===== config.mk =====
export PLATFORM = sky130hd
export DESIGN_NAME = frame_reader_top
export DESIGN_NICKNAME = d
export VERILOG_FILES = /design/src/rtl/axi_rd_pkg.sv /design/src/rtl/frame_rd_pkg.sv /design/src/rtl/axi_ar_issue.sv /design/src/rtl/axi_r_capture.sv /design/src/rtl/burst_req_gen.sv /design/src/rtl/frame_reader_top.sv /design/src/rtl/stream_fifo.sv
export SDC_FILE = /design/constraint.sdc
export NUM_CORES = 2
export LEC_CHECK = 0
export ABC_AREA = 1
export BUFFER_PORTS_ARGS = -buffer_cell sky130_fd_sc_hd__buf_4
export CORE_MARGIN = 3
export CORE_UTILIZATION = 56
export DETAILED_ROUTE_END_ITERATION = 7
export PLACE_DENSITY = 0.75
export SETUP_SLACK_MARGIN = 0.1
export SKIP_LAST_GASP = 1
export SYNTH_ARGS = -nofsm -noshare
export SYNTH_HDL_FRONTEND = slang
export SYNTH_MEMORY_MAX_BITS = 65536
export SYNTH_SLANG_ARGS = --single-unit

===== constraint.sdc =====
create_clock -name clk -period 6.9 [get_ports clk]
set_clock_uncertainty 0.05 [all_clocks]
set_input_delay 0.69 -clock clk [delete_from_list [all_inputs] [get_ports clk]]
set_output_delay 0.69 -clock clk [all_outputs]
set_load 0.01 [all_outputs]

===== src/rtl/axi_rd_pkg.sv =====
package axi_rd_pkg;

  // bus widths
  localparam int AXI_ADDR_W = 32;
  localparam int AXI_DATA_W = 128;
  localparam int AXI_ID_W   = 4;

  typedef logic [AXI_ADDR_W-1:0] axi_addr_t;
  typedef logic [AXI_DATA_W-1:0] axi_data_t;
  typedef logic [AXI_ID_W-1:0]   axi_id_t;

  typedef enum logic [1:0] {
    FIXED = 2'd0,
    INCR  = 2'd1,
    WRAP  = 2'd2
  } axi_burst_e;

  typedef enum logic [1:0] {
    OKAY   = 2'd0,
    EXOKAY = 2'd1,
    SLVERR = 2'd2,
    DECERR = 2'd3
  } axi_resp_e;

  // AR payload without id, the id is fixed
  typedef struct packed {
    axi_addr_t  addr;
    logic [7:0] len;
    logic [2:0] size;
    axi_burst_e burst;
  } axi_ar_t;

  typedef struct packed {
    axi_data_t data;
    axi_resp_e resp;
    logic      last;
  } axi_r_t;

  // fixed AR fields, len covers 8-beat bursts of 16 bytes
  localparam axi_id_t    AR_ID_C    = 4'd1;
  localparam logic [2:0] AR_SIZE_C  = 3'd4;
  localparam axi_burst_e AR_BURST_C = INCR;
  localparam logic [7:0] AR_LEN_C   = 8'd7;

endpackage


===== src/rtl/frame_rd_pkg.sv =====
package frame_rd_pkg;

  import axi_rd_pkg::*;

  // frame geometry
  localparam int BURST_LEN    = int'(AR_LEN_C) + 1;
  localparam int BEAT_BYTES   = 16;
  localparam int BURST_BYTES  = BURST_LEN * BEAT_BYTES;
  localparam int FRAME_BEATS  = 64;
  localparam int FRAME_BURSTS = FRAME_BEATS / BURST_LEN;
  localparam axi_addr_t FRAME_BASE = 32'h0000_1000;

  // output buffering and counter widths
  localparam int FIFO_DEPTH  = 32;
  localparam int FIFO_AW     = $clog2(FIFO_DEPTH);
  localparam int CREDIT_W    = $clog2(FIFO_DEPTH + 1);
  localparam int BEAT_CNT_W  = $clog2(FRAME_BEATS);
  localparam int BURST_CNT_W = $clog2(FRAME_BURSTS);

  typedef struct packed {
    axi_addr_t addr;
    logic      last_burst;
  } burst_req_t;

  // one beat of the output stream
  typedef struct packed {
    axi_data_t data;
    logic      last;
  } beat_t;

  typedef enum logic {
    IDLE  = 1'b0,
    ISSUE = 1'b1
  } rd_state_e;

endpackage


===== src/rtl/axi_ar_issue.sv =====
`timescale 1ns/10ps

module axi_ar_issue
  import axi_rd_pkg::*;
  import frame_rd_pkg::*;
(
  input  logic       clk,
  input  logic       rst_n,
  input  logic       i_req_valid,
  input  burst_req_t i_req,
  input  logic       i_arready,
  input  logic       i_pop,
  output logic       o_req_ready,
  output logic       o_arvalid,
  output axi_ar_t    o_ar
);

  localparam logic [CREDIT_W-1:0] BURST_CREDIT = CREDIT_W'(BURST_LEN);
  localparam logic [CREDIT_W-1:0] FULL_CREDIT  = CREDIT_W'(FIFO_DEPTH);

  logic [CREDIT_W-1:0] credit;
  logic                credit_ok;
  logic                ar_fire;

  // **************************************************
  // fifo credit
  // **************************************************
  // room for a whole burst must be free before the AR goes out,
  // since the R channel cannot be stalled
  assign credit_ok = (credit >= BURST_CREDIT);
  assign ar_fire   = o_arvalid & i_arready;

  always_ff @(posedge clk or negedge rst_n) begin
    if (!rst_n) begin
      credit <= FULL_CREDIT;
    end else begin
      case ({ar_fire, i_pop})
        2'b10:   credit <= credit - BURST_CREDIT;
        2'b11:   credit <= credit - BURST_CREDIT + 1'b1;
        2'b01:   credit <= credit + 1'b1;
        default: credit <= credit;
      endcase
    end
  end

  // **************************************************
  // AR channel
  // **************************************************
  // credit only drops on an AR transfer, so a raised
  // arvalid holds until accepted
  assign o_arvalid   = i_req_valid & credit_ok;
  assign o_req_ready = i_arready & credit_ok;

  always_comb begin
    o_ar.addr  = i_req.addr;
    o_ar.len   = AR_LEN_C;
    o_ar.size  = AR_SIZE_C;
    o_ar.burst = AR_BURST_C;
  end

endmodule


===== src/rtl/axi_r_capture.sv =====
`timescale 1ns/10ps

module axi_r_capture
  import axi_rd_pkg::*;
  import frame_rd_pkg::*;
(
  input  logic   clk,
  input  logic   rst_n,
  input  logic   i_start_frame,
  input  logic   i_rvalid,
  input  axi_r_t i_r,
  output logic   o_push,
  output beat_t  o_beat,
  output logic   o_rd_err
);

  logic [BEAT_CNT_W-1:0] beat_cnt;
  logic                  frame_end;

  // last beat of the frame by count, rlast only ends a burst
  assign frame_end = (int'(beat_cnt) == FRAME_BEATS - 1);

  // **************************************************
  // beat counter and error flag
  // **************************************************
  always_ff @(posedge clk or negedge rst_n) begin
    if (!rst_n) begin
      beat_cnt <= '0;
      o_push   <= 1'b0;
      o_rd_err <= 1'b0;
    end else begin
      o_push <= i_rvalid;
      if (i_start_frame) begin
        beat_cnt <= '0;
      end else if (i_rvalid) begin
        beat_cnt <= beat_cnt + 1'b1;
      end
      // sticky until the next frame
      if (i_rvalid && i_r.resp != OKAY) begin
        o_rd_err <= 1'b1;
      end else if (i_start_frame) begin
        o_rd_err <= 1'b0;
      end
    end
  end

  // beat register
  always_ff @(posedge clk) begin
    if (i_rvalid) begin
      o_beat.data <= i_r.data;
      o_beat.last <= frame_end;
    end
  end

endmodule


===== src/rtl/burst_req_gen.sv =====
`timescale 1ns/10ps

module burst_req_gen
  import axi_rd_pkg::*;
  import frame_rd_pkg::*;
(
  input  logic       clk,
  input  logic       rst_n,
  input  logic       i_start,
  input  logic       i_req_ready,
  input  logic       i_frame_done,
  output logic       o_req_valid,
  output burst_req_t o_req,
  output logic       o_frame_active
);

  logic [1:0]             start_sync;
  logic                   start_prev;
  logic                   start_edge;
  logic                   req_fire;
  logic                   draining;
  logic [BURST_CNT_W-1:0] burst_idx;
  rd_state_e              state;

  // **************************************************
  // start input sync and edge detect
  // **************************************************
  always_ff @(posedge clk or negedge rst_n) begin
    if (!rst_n) begin
      start_sync <= 2'b00;
      start_prev <= 1'b0;
    end else begin
      start_sync <= {start_sync[0], i_start};
      start_prev <= start_sync[1];
    end
  end

  assign start_edge = start_sync[1] & ~start_prev;
  assign req_fire   = o_req_valid & i_req_ready;

  // **************************************************
  // burst request sequence
  // **************************************************
  always_ff @(posedge clk or negedge rst_n) begin
    if (!rst_n) begin
      state       <= IDLE;
      o_req_valid <= 1'b0;
      burst_idx   <= '0;
      draining    <= 1'b0;
    end else begin
      // frame fully out of the fifo
      if (i_frame_done) begin
        draining <= 1'b0;
      end
      case (state)
        IDLE: begin
          // a start during a busy frame is dropped
          if (start_edge && !draining) begin
            state       <= ISSUE;
            o_req_valid <= 1'b1;
            burst_idx   <= '0;
          end
        end
        ISSUE: begin
          if (req_fire) begin
            if (o_req.last_burst) begin
              state       <= IDLE;
              o_req_valid <= 1'b0;
              draining    <= 1'b1;
            end else begin
              burst_idx <= burst_idx + 1'b1;
            end
          end
        end
        default: state <= IDLE;
      endcase
    end
  end

  // request payload
  always_ff @(posedge clk) begin
    if (state == IDLE && start_edge && !draining) begin
      o_req.addr       <= FRAME_BASE;
      o_req.last_burst <= (FRAME_BURSTS == 1);
    end else if (state == ISSUE && req_fire) begin
      o_req.addr       <= o_req.addr + axi_addr_t'(BURST_BYTES);
      o_req.last_burst <= (int'(burst_idx) + 1 == FRAME_BURSTS - 1);
    end
  end

  assign o_frame_active = (state == ISSUE) | draining;

endmodule


===== src/rtl/frame_reader_top.sv =====
`timescale 1ns/10ps

module frame_reader_top
  import axi_rd_pkg::*;
  import frame_rd_pkg::*;
(
  input  logic    clk,
  input  logic    rst_n,
  input  logic    i_start,
  input  logic    i_arready,
  input  logic    i_rvalid,
  input  axi_r_t  i_r,
  input  logic    i_ready,
  output logic    o_arvalid,
  output axi_ar_t o_ar,
  output axi_id_t o_arid,
  output logic    o_rready,
  output logic    o_valid,
  output beat_t   o_beat,
  output logic    o_busy,
  output logic    o_rd_err
);

  logic       req_valid;
  logic       req_ready;
  burst_req_t req;
  logic       frame_done;
  logic       start_frame;
  logic       push;
  beat_t      push_beat;
  logic       pop;

  // fixed AXI fields
  assign o_rready = 1'b1;
  assign o_arid   = AR_ID_C;

  // first burst of a frame restarts the beat count
  assign start_frame = req_valid & req_ready & (req.addr == FRAME_BASE);
  assign frame_done  = o_valid & i_ready & o_beat.last;

  burst_req_gen u_req_gen (
    .clk            (clk),
    .rst_n          (rst_n),
    .i_start        (i_start),
    .i_req_ready    (req_ready),
    .i_frame_done   (frame_done),
    .o_req_valid    (req_valid),
    .o_req          (req),
    .o_frame_active (o_busy)
  );

  axi_ar_issue u_ar_issue (
    .clk         (clk),
    .rst_n       (rst_n),
    .i_req_valid (req_valid),
    .i_req       (req),
    .i_arready   (i_arready),
    .i_pop       (pop),
    .o_req_ready (req_ready),
    .o_arvalid   (o_arvalid),
    .o_ar        (o_ar)
  );

  axi_r_capture u_r_capture (
    .clk           (clk),
    .rst_n         (rst_n),
    .i_start_frame (start_frame),
    .i_rvalid      (i_rvalid),
    .i_r           (i_r),
    .o_push        (push),
    .o_beat        (push_beat),
    .o_rd_err      (o_rd_err)
  );

  stream_fifo u_fifo (
    .clk     (clk),
    .rst_n   (rst_n),
    .i_push  (push),
    .i_beat  (push_beat),
    .i_ready (i_ready),
    .o_valid (o_valid),
    .o_beat  (o_beat),
    .o_pop   (pop)
  );

endmodule


===== src/rtl/stream_fifo.sv =====
`timescale 1ns/10ps

module stream_fifo
  import frame_rd_pkg::*;
(
  input  logic  clk,
  input  logic  rst_n,
  input  logic  i_push,
  input  beat_t i_beat,
  input  logic  i_ready,
  output logic  o_valid,
  output beat_t o_beat,
  output logic  o_pop
);

  beat_t              mem [FIFO_DEPTH];
  logic [FIFO_AW-1:0] wr_ptr;
  logic [FIFO_AW-1:0] rd_ptr;
  logic [FIFO_AW:0]   count;
  logic               buf_empty;
  logic               load;
  logic               bypass;
  logic               wr_en;
  logic               rd_en;

  assign buf_empty = (count == '0);
  // output stage free, or emptied this cycle
  assign load      = ~o_valid | i_ready;
  // straight to the output stage when the buffer is empty
  assign bypass    = i_push & buf_empty & load;
  assign wr_en     = i_push & ~bypass;
  assign rd_en     = load & ~buf_empty;
  assign o_pop     = o_valid & i_ready;

  // **************************************************
  // circular buffer
  // **************************************************
  always_ff @(posedge clk) begin
    if (wr_en) begin
      mem[wr_ptr] <= i_beat;
    end
  end

  always_ff @(posedge clk or negedge rst_n) begin
    if (!rst_n) begin
      wr_ptr <= '0;
      rd_ptr <= '0;
      count  <= '0;
    end else begin
      if (wr_en) begin
        wr_ptr <= wr_ptr + 1'b1;
      end
      if (rd_en) begin
        rd_ptr <= rd_ptr + 1'b1;
      end
      count <= count + wr_en - rd_en;
    end
  end

  // registered output stage
  always_ff @(posedge clk or negedge rst_n) begin
    if (!rst_n) begin
      o_valid <= 1'b0;
    end else if (load) begin
      o_valid <= rd_en | bypass;
    end
  end

  always_ff @(posedge clk) begin
    if (rd_en) begin
      o_beat <= mem[rd_ptr];
    end else if (bypass) begin
      o_beat <= i_beat;
    end
  end

endmodule


==> tab_implementation.tex <==
\begin{tabular}{lr}
\hline
Metric & Value \\
\hline
\multicolumn{2}{l}{\textbf{Power and ir drop}} \\
Lkg Pwr & 63.0 nW \\
IR drop worst, VDD & 0.453 mV \\
Final Total Pwr & 80.6 mW \\
Power density normalized to cell area & 414 nW/um\^{}2 \\
\multicolumn{2}{l}{\textbf{Worst setup path}} \\
Critical path class & register to register \\
Worst reg2reg setup slack & 2250 ps \\
Sort of element at the start of the critical path & register \\
Arrival time at the worst endpoint & 5150 ps \\
Req. time, crit path & 7400 ps \\
Endpoint kind of the worst setup timing path & register \\
Crit-path max FO & 25 \\
\multicolumn{2}{l}{\textbf{Floorplan}} \\
Die X-Extent & 563 um \\
Die area & 317,000 um\^{}2 \\
Initial core utilization & 0.565 \\
Number of top-level design ports & 320 \\
Vert. Die Dim & 563 um \\
Area of the placeable core & 307,000 um\^{}2 \\
Std cell rows & 203 \\
\multicolumn{2}{l}{\textbf{Synth}} \\
Syn Std Cell Area & 174,000 um\^{}2 \\
Fraction of the mapped netlist area in simple logic gates & 0.0966 \\
Adder-cell share of the synthesized area & 0.00163 \\
Flip-flop and latch count after synthesis & 4,452 \\
Post-synthesis compound-gate area fraction & 0.106 \\
Most area-hungry cell type in the Yosys netlist & edfxtp\_1 \\
Portion of synthesized cell area occupied by the leading cell type & 0.758 \\
Xor-xnor portion of the synthesized cell area & 0.00151 \\
Primary FF master, synth & edfxtp\_1 \\
Number of flops mapped to enable cells by yosys & 4,386 \\
Number of distinct library cells after synthesis & 42 \\
Most area-consuming cells after synthesis & edfxtp\_1, o21ai\_0, nor2\_1, nand2\_1, o211ai\_1 \\
Fraction of synthesized area in multiplexers & 0 \\
Total number of yosys warnings & 0 \\
Synth async-reset ratio & 0.00898 \\
Fraction of the yosys area taken by sequential cells & 0.767 \\
Post-Syn Instances & 13,000 \\
Mean Syn Cell Area & 13.4 um\^{}2 \\
Largest family of logic cells by synthesized area & compound AO/OA/AOI/OAI gates \\
\multicolumn{2}{l}{\textbf{Clock network}} \\
Count of instances resized after the clock tree is built & 0 \\
CTS root buf & clkbuf\_16 \\
Clk buf depth & 4 \\
Num CTS Buffers & 432 \\
Postcts setup bufs & 0 \\
Clock sink count & 4,452 \\
Clock Pin Slew Worst Setup and Hold Paths & 60 ps \\
Clock Latency Late Sink & 1000 ps \\
H-tree depth reported by CTS & 5 \\
CTS tree & done \\
Count of hold-fix buffers inserted at cts & 132 \\
\multicolumn{2}{l}{\textbf{Drt}} \\
Number of DRC markers after the initial detailed-route iteration & 18,400 \\
Residual DRC & 2 \\
Via count of the routed design & 113,000 \\
DR vias/cell & 6.42 \\
Amount of wire on met2 after detailed routing & 221,000 um \\
Count of antenna-violating nets left after detailed routing & 0 \\
Metal-1 WL & 173,000 um \\
Sum of routed wire length over all layers & 473,000 um \\
Routed len/inst & 26.9 um \\
Number of detailed-route iterations in the first pass & 8 \\
Routed wire length on met3 & 58,500 um \\
Top routing layer in use & met5 \\
\multicolumn{2}{l}{\textbf{Final layout}} \\
Post-layout instance count excluding filler cells & 17,600 \\
Post-synthesis to final-layout area growth & 12.0\% \\
Most frequent standard cell in the layout excluding fill and tap cells & edfxtp\_1 \\
Number of nets at the end of the flow & 13,300 \\
Finished Core Util & 0.633 \\
Area of all placed cells without fillers & 194,000 um\^{}2 \\
Fraction of layout instances using a drive strength above 1 & 0.0853 \\
Commonest cells after routing, fill and taps aside & edfxtp\_1, nor2\_1, o21ai\_0 \\
\multicolumn{2}{l}{\textbf{Global routing}} \\
Overall routing resource usage & 0.290 \\
Vias in the first global route & 109,000 \\
Number of antenna violations at the first check in global routing & 6 \\
Wire length of the first global-routing pass & 689,000 um \\
Maximum number of pins on one net before global-route repair & 267 \\
Grt ovf & 0 \\
\multicolumn{2}{l}{\textbf{STA}} \\
Hold WS & 103 ps \\
Fmax achieved & 215 MHz \\
Final-report setup violation count & 0 \\
Number of pins exceeding their max-slew limit in the final report & 37 \\
Final number of hold-violating endpoints & 0 \\
Tmin final & 4650 ps \\
Worst slew pin tran & 1530 ps \\
Worst relative slew slack & -0.0211 \\
Final worst path period share & 0.673 \\
Setup repair after global routing missed its margin & no \\
\multicolumn{2}{l}{\textbf{Placement}} \\
Number of cells after detailed placement & 16,600 \\
Final GP Congestion & 0.803 \\
Final HPWL from detailed placement & 219,000 um \\
Count of port buffers added during placement & 293 \\
Cell area after placement & 179,000 um\^{}2 \\
\multicolumn{2}{l}{\textbf{Hold path}} \\
Worst Hold Class & input pin to register \\
\multicolumn{2}{l}{\textbf{Run status}} \\
Violated checks & design-rule violations, max-slew violations \\
Run status & finished, violations left \\
\multicolumn{2}{l}{\textbf{Job}} \\
Max Cap Viol & 0 \\
\hline
\end{tabular}
-- cells in the mapped netlist (26+ instances only) --
| cell type | instances |
|---|---|
| edfxtp_1 | 4386 |
| nor2_1 | 2515 |
| o21ai_0 | 1950 |
| nand2_1 | 950 |
| nand3_1 | 594 |
| clkbuf_1 | 527 |
| o22ai_1 | 474 |
| o211ai_1 | 437 |
| a21oi_1 | 222 |
| buf_2 | 193 |
| buf_4 | 106 |
| o21ai_1 | 98 |
| buf_1 | 82 |
| o221ai_1 | 79 |
| inv_1 | 76 |
| nand4_1 | 76 |
| dfrtp_1 | 39 |
| buf_6 | 31 |
| or2_2 | 29 |
| dfxtp_1 | 26 |
| xor2_1 | 26 |
-- sequential cells by signal, indices dropped and copies added (netlist names), 6 cells and up --
| register | count |
|---|---|
| u_fifo.mem | 4128 |
| u_fifo.o_beat | 129 |
| u_r_capture.o_beat | 129 |
| u_req_gen.o_req | 26 |
| u_ar_issue.credit | 6 |
| u_fifo.count | 6 |
| u_r_capture.beat_cnt | 6 |
-- layout make-up --
cell class | count | area, um^2
repair buffers | 602 | 5620
fillers | 21200 | 113000
well taps | 4100 | 5130
multi-input cells | 7533 | 36000
diodes | 3 | 7.51
flip-flops and latches | 4452 | 133000
clock buffers | 531 | 11200
clock inverters | 269 | 2810
inverters | 85 | 372
-- kinds of logic (layout without fill, tap and decap cells) --
group | count (synthesis) | after routing
adders and majority gates | 22 | 22
and+or+nand+nor | 4188 | 4188
AOI/OAI and AO/OA | 3268 | 3268
xor gates and xnor gates | 30 | 30
other | 2 | 28
buffers and inverters | 1026 | 1487
DFF | 4452 | 4452
-- worst max-delay path, cell delays in order (launching register included) --
cell     delay [ps]
dfrtp_1         360
inv_1            70
ha_1            190
nand4_1         160
inv_1            90
a21oi_2         710
nand2_1         720
nor2_4         1200
buf_4           620
-- power by group --
| group | switching, mW | total [mW] | internal (mW) |
|---|---|---|---|
| logic | 17.2 | 23.9 | 6.63 |
| registers | 1.26 | 33.4 | 32.1 |
| clock network | 10.2 | 23.3 | 13.1 |
| total | 28.7 | 80.6 | 51.9 |
-- layer usage --
layer  up-vias  GRT usage
met4         2      0.127
met3      1268     0.0543
met5         -          0
met1     55500      0.396
met2      7930      0.461
li1      48300          -
-- final timing paths --
path,endpoint,cells after the start,start
worst max-delay path,u_fifo.mem[5][48],8,u_fifo.count[2]
worst min-delay path,u_ar_issue.credit[0],3,i_ready
worst max register to register,u_fifo.mem[5][48],8,u_fifo.count[2]
worst min register to register,u_req_gen.start_sync[1],0,u_req_gen.start_sync[0]
max in group asynchronous,u_fifo.rd_ptr[4],2,rst_n
min in group asynchronous,u_ar_issue.credit[0],2,rst_n
-- stage by stage --
stage               setup WS (ps)  setup TNS [ps]
CTS                          2360               0
finish                       2250               0
floorplan                    -564        -2207370
global placement             2290               0
global route                 2120               0
detailed placement           2220               0
No activity file was read; power rests on OpenSTA's default activity.
